[config.mk]
export PLATFORM = sky130hd
export DESIGN_NAME = register_file
export DESIGN_NICKNAME = d
export VERILOG_FILES = /design/src/rtl/datapath_pkg.sv /design/src/rtl/register_file.sv
export SDC_FILE = /design/constraint.sdc
export NUM_CORES = 1
export LEC_CHECK = 0
export BUFFER_PORTS_ARGS = -buffer_cell sky130_fd_sc_hd__buf_2
export CAP_MARGIN = 15
export CELL_PAD_IN_SITES_DETAIL_PLACEMENT = 1
export CELL_PAD_IN_SITES_GLOBAL_PLACEMENT = 2
export CORE_MARGIN = 1
export CORE_UTILIZATION = 36
export CTS_BUF_LIST = sky130_fd_sc_hd__clkbuf_8 sky130_fd_sc_hd__clkbuf_16
export CTS_CLUSTER_SIZE = 10
export DETAILED_ROUTE_END_ITERATION = 10
export GPL_ROUTABILITY_DRIVEN = 1
export PLACE_DENSITY_LB_ADDON = 0.1
export SYNTH_ARGS = -nofsm -noshare
export SYNTH_HDL_FRONTEND = slang
export SYNTH_SLANG_ARGS = --single-unit
[constraint.sdc]
create_clock -name clk -period 33 [get_ports clk]
set_input_delay 8.25 -clock clk [delete_from_list [all_inputs] [get_ports clk]]
set_output_delay 8.25 -clock clk [all_outputs]
set_load 0.05 [all_outputs]
[src/rtl/datapath_pkg.sv]
// Datapath widths with the word, register index and condition flag types
package datapath_pkg;

  localparam int WORD_W    = 32;
  localparam int NUM_REGS  = 16;
  localparam int REG_IDX_W = 4;

  typedef logic [WORD_W-1:0]    word_t;
  typedef logic [REG_IDX_W-1:0] reg_idx_t;

  // Condition codes, N in the top bit
  typedef struct packed {
    logic n; // Negative
    logic z; // Zero
    logic c; // Carry, or borrow on SUB
    logic v; // Signed overflow
  } flags_t;

endpackage

[src/rtl/register_file.sv]
// Sixteen-entry register file with one-hot write decode and two read ports
`timescale 1ns/10ps

module register_file (
  input  logic                 clk,
  input  logic                 reset,
  input  logic                 wr_en,
  input  datapath_pkg::reg_idx_t wr_idx,
  input  datapath_pkg::word_t    wr_data,
  input  datapath_pkg::reg_idx_t rd_idx_a,
  input  datapath_pkg::reg_idx_t rd_idx_b,
  output datapath_pkg::word_t    rd_data_a,
  output datapath_pkg::word_t    rd_data_b
);

  import datapath_pkg::*;

  logic [NUM_REGS-1:0] wr_sel; // One-hot register enables
  word_t               regs [NUM_REGS];

  // Write index decode
  always_comb begin
    wr_sel = '0;
    if (wr_en) begin
      wr_sel[wr_idx] = 1'b1;
    end
  end

  for (genvar i = 0; i < NUM_REGS; i++) begin : g_reg
    always_ff @(posedge clk or posedge reset) begin
      if (reset) begin
        regs[i] <= '0;
      end else if (wr_sel[i]) begin
        regs[i] <= wr_data;
      end
    end
  end

  // Read muxes, no internal bypass
  always_comb begin
    rd_data_a = regs[rd_idx_a];
    rd_data_b = regs[rd_idx_b];
  end

  // A write with an unknown index would silently corrupt no or several registers
  a_wr_idx_known: assert property (
    @(posedge clk) disable iff (reset)
    wr_en |-> !$isunknown(wr_idx)
  ) else $error("register_file: write enabled with unknown index");

endmodule
Yosys cells after proc, flatten, opt, wreduce, memory -nomap -nowiden
Cells that the tools add are included.
- memories: 0
- word-level logic and storage cells: 32
- bits in latches: 0
- memory bits (writable): 0
- ROM bits: 0
- output and inout bits: 64
- register bits after elaboration: 512
- eq/ne operators: 0
- $lt $le $gt $ge: 4
- $mul: 0
- bitwise gates (word level): 2
- divide/modulo/power cells: 0
- reduce and logical (&&, ||, !) cells: 1
- shift operators: 0
- $add $sub $neg: 0
- muxes and demuxes: 9
- operator list (kind ; count):
    $bmux 32 s4 ; 2
    $mux 32 ; 4
    $mux 16 ; 1
    $ge 5x5->1 const B ; 2
    $not 4->5 ; 2
    $lt 4x5->1 const B ; 1
    $demux 1 s4 ; 1
    $ge 4x1->1 const B ; 1
    $logic_and 1x1->1 ; 1
    $mux 1 ; 1

Logic depth before layout (Yosys ltp)
- depth in word-level cells: 5
- mapped depth: 5

Worst setup path before layout
No wires, ideal clock.
- path kind: input to output
- from: input rd_idx_a[0]
- to: output rd_data_a[10]
- stages on the path: 5
- path slack: 14954 ps
- arrival time: 9796 ps
- cells stage by stage: clkbuf_1 > buf_2 > mux4_2 > a22oi_1 > nand2_1
- longest elaborated chain between the ends: 4
- ends and longest elaborated chain (item ; line ; text):
    from (decl) ; register_file.sv:10 ; input datapath_pkg::reg_idx_t rd_idx_a,
    $not 4->5 (implied by the code) ; register_file.sv:41 ; rd_data_a = regs[rd_idx_a];
    $bmux 32 s4 ; register_file.sv:41 ;
    $mux 32 (implied by the code) (2 in a row) ; register_file.sv:41 ;
    to (decl) ; register_file.sv:12 ; output datapath_pkg::word_t rd_data_a,
Every way passes these cells. The select of a mux whose other input is x is not followed.

Worst setup path after layout
- from: input rd_idx_a[0]
- to: output rd_data_a[5]
The elaborated chain is that of the path after synthesis.

==> results by group <==
Die
  – Vert. Die Dim: 273 um
  – Core box area: 0.0728 mm^2
  – Die ar.: 0.0746 mm^2
  – Initial Utilization: 36.3%
  – Core Rows: 99
  – Die W: 273 um
  – Ports: 111

Logic synthesis
  – Synthesized cell area: 0.0265 mm^2
  – Post-synthesis sequential area ratio: 48.4%
  – Synth cell types: 19
  – Mean Syn Cell Area: 15.8 um^2
  – Synth warn: 0
  – FF+latch count, synth: 512
  – Syn nets: 1724
  – Cell count after synthesis: 1677

Clock tree
  – Hold buffer count at cts: 0
  – Setup Buffers After CTS: 0
  – CTS tree: yes
  – Clock Latency Late Sink: 600 ps
  – CTS root buf: clkbuf_16
  – Clk pin slew, worst setup/hold paths: 60 ps
  – CTS Buf Count: 67
  – CTS sink cnt: 512
  – H-tree Lvls: 3
  – Cells resized by post-CTS repair: 0
  – Worst-case clock buffer depth: 3

Layout
  – Largest register FFs: 512
  – Final instance area: 0.0300 mm^2
  – Commonest non-fill, non-tap cell in the layout: dfrtp_1
  – Core Util, Final: 41.2%
  – Nets@finish: 1767
  – Biggest registers after layout: regs (512)
  – Fillers: 7169
  – Fin cells: 2721
  – Area Overhead vs Synth: 13.3%
  – Largest Register: regs
  – Most frequent cells in the layout: 512 x dfrtp_1, 500 x mux2_2, 256 x mux4_2
  – Layout cells sized above 1: 58.1%

Worst hold path
  – Worst Hold Class: register to register

GRT
  – Largest net degree at the start of global routing: 155
  – Global-route wire length before repair: 125000 um
  – All-layer global routing usage: 22.9%
  – Initial antenna violation count: 5
  – Vias in the first global route: 17758
  – Grt ovf: 0

Timing
  – Period utilization: 60.5%
  – Minimum clock period: 19960 ps
  – RSZ-0062 raised after global routing: no
  – Final Hold Viols: 0
  – Fmax: 0.0501 GHz
  – Setup TNS: 0 ps
  – Slew headroom: 32.2%
  – Final setup fails: 0
  – Measured slew at the worst slew-check pin: 1020 ps
  – Setup Skew: 0 ps
  – Final Slew Violations: 0

Setup path
  – Critical path class: primary input to output pin
  – Worst-path maximum fanout: 53
  – Critical path endpoint category: output pin
  – CP startpoint kind: primary input
  – CP arrival: 11710 ps
  – Critical path data required time: 24750 ps

Placed design
  – Placed cell count: 2610
  – Routability cong.: 0.726
  – Number of I/O port buffers: 110
  – Post-DP Area: 0.0279 mm^2
  – HPWL Detailed: 42800 um

Run status
  – Status: finished, final reports clean

Detailed routing
  – WL final: 82400 um
  – DR WL/cell: 30.3 um
  – TritonRoute pass-1 iters: 5
  – Via count: 16061
  – DRC violations left: 0
  – Via/cell ratio: 5.90
  – Post-route ant nets: 0
  – Drt first-iter violations: 879

Pwr
  – VDD IR max: 0.0324 mV
  – LEAKAGE: 12.5 nW
  – Net switching power: 615 uW
  – Internal power: 1.45 mW
  – Cell Pwr Density: 68.8 mW/mm^2
  – Sw Share: 29.8%
  – Flop pwr share: 42.7%
  – Gate power share: 24.1%
  – Clock Power Share: 33.1%

Flow run
  – Maxcap violations: 0
## layout make-up
type	count	area, um^2	area share, %
multi-input combinational	992	13000	43.5
sequential	512	12800	42.7
clock buffer	83	1900	6.33
tap	959	1200	4.00
timing repair buffer	146	866	2.89
clock inverter	27	149	0.497
inverter	1	11.3	0.0376
antenna	1	2.50	0.00835
## per-layer routing
layer | track usage, % | part of all wire (%)
met4 | 7.42 | 2.8
met2 | 37.3 | 49
met3 | 3.26 | 3.6
met5 | 0 | 0.0061
met1 | 31.7 | 44
## synthesized netlist by cell type
cell type | n | area (um^2)
nor2_1 | 12 | 45.0
nor2b_1 | 5 | 31.3
nand2_1 | 66 | 248
mux2_1 | 12 | 135
or3_1 | 3 | 18.8
dfrtp_1 | 512 | 12800
mux4_2 | 256 | 5770
buf_1 | 2 | 7.51
a22oi_1 | 128 | 961
nor3b_2 | 1 | 12.5
nand3_1 | 1 | 5.00
nand3b_1 | 2 | 15.0
buf_2 | 74 | 370
buf_4 | 2 | 15.0
nand2b_1 | 4 | 25.0
and2_1 | 2 | 12.5
clkbuf_1 | 94 | 353
inv_1 | 1 | 3.75
mux2_2 | 500 | 5630
## power groups by stage
stage	Clock [mW]	Combinational (mW)	Sequential (mW)
2_1_floorplan	0	0.408	0.852
3_3_place_gp	0	0.494	0.879
3_5_place_dp	0	0.505	0.890
4_1_cts	0.708	0.506	0.880
5_1_grt	0.731	0.534	0.904
6_report	0.684	0.498	0.882
## critical path: stages
cell,delay [ps]
buf_8,510
buf_4,770
buf_4,820
mux4_2,590
a22oi_1,210
nand2_1,180
buf_2,260
## cells by family (layout without fill, tap and decap cells)
logic type / after synthesis / after routing / share of synthesized area [%]
multiplexers: 768 / 768 / 43.6
AO/OA/AOI/OAI: 128 / 128 / 3.63
buffers and inverters: 173 / 257 / 2.83
AND/OR/NAND/NOR: 96 / 96 / 1.56
flip-flops: 512 / 512 / 48.4
other: 0 / 1 / 0
## stage by stage
step	setup WS, ps	total power, mW	hold WS [ps]
after global placement	12890	1.37	490
after CTS	12880	2.09	510
after global routing	12690	2.17	521
final	13040	2.06	510
after floorplan	10450	1.26	470
after detailed placement	12880	1.39	497
## final timing paths
path	start	to	slack (ps)	depth (start not counted)
max in group asynchronous	reset	regs[390]	22770	4
setup reg to reg	regs[119]	regs[119]	32190	1
hold reg to reg	regs[408]	regs[408]	510	1
min in group asynchronous	reset	regs[348]	7850	2
hold / removal	regs[408]	regs[408]	510	1
setup / recovery	rd_idx_a[0]	rd_data_a[5]	13040	7
Note: power is estimated with default switching activity, not from simulation.
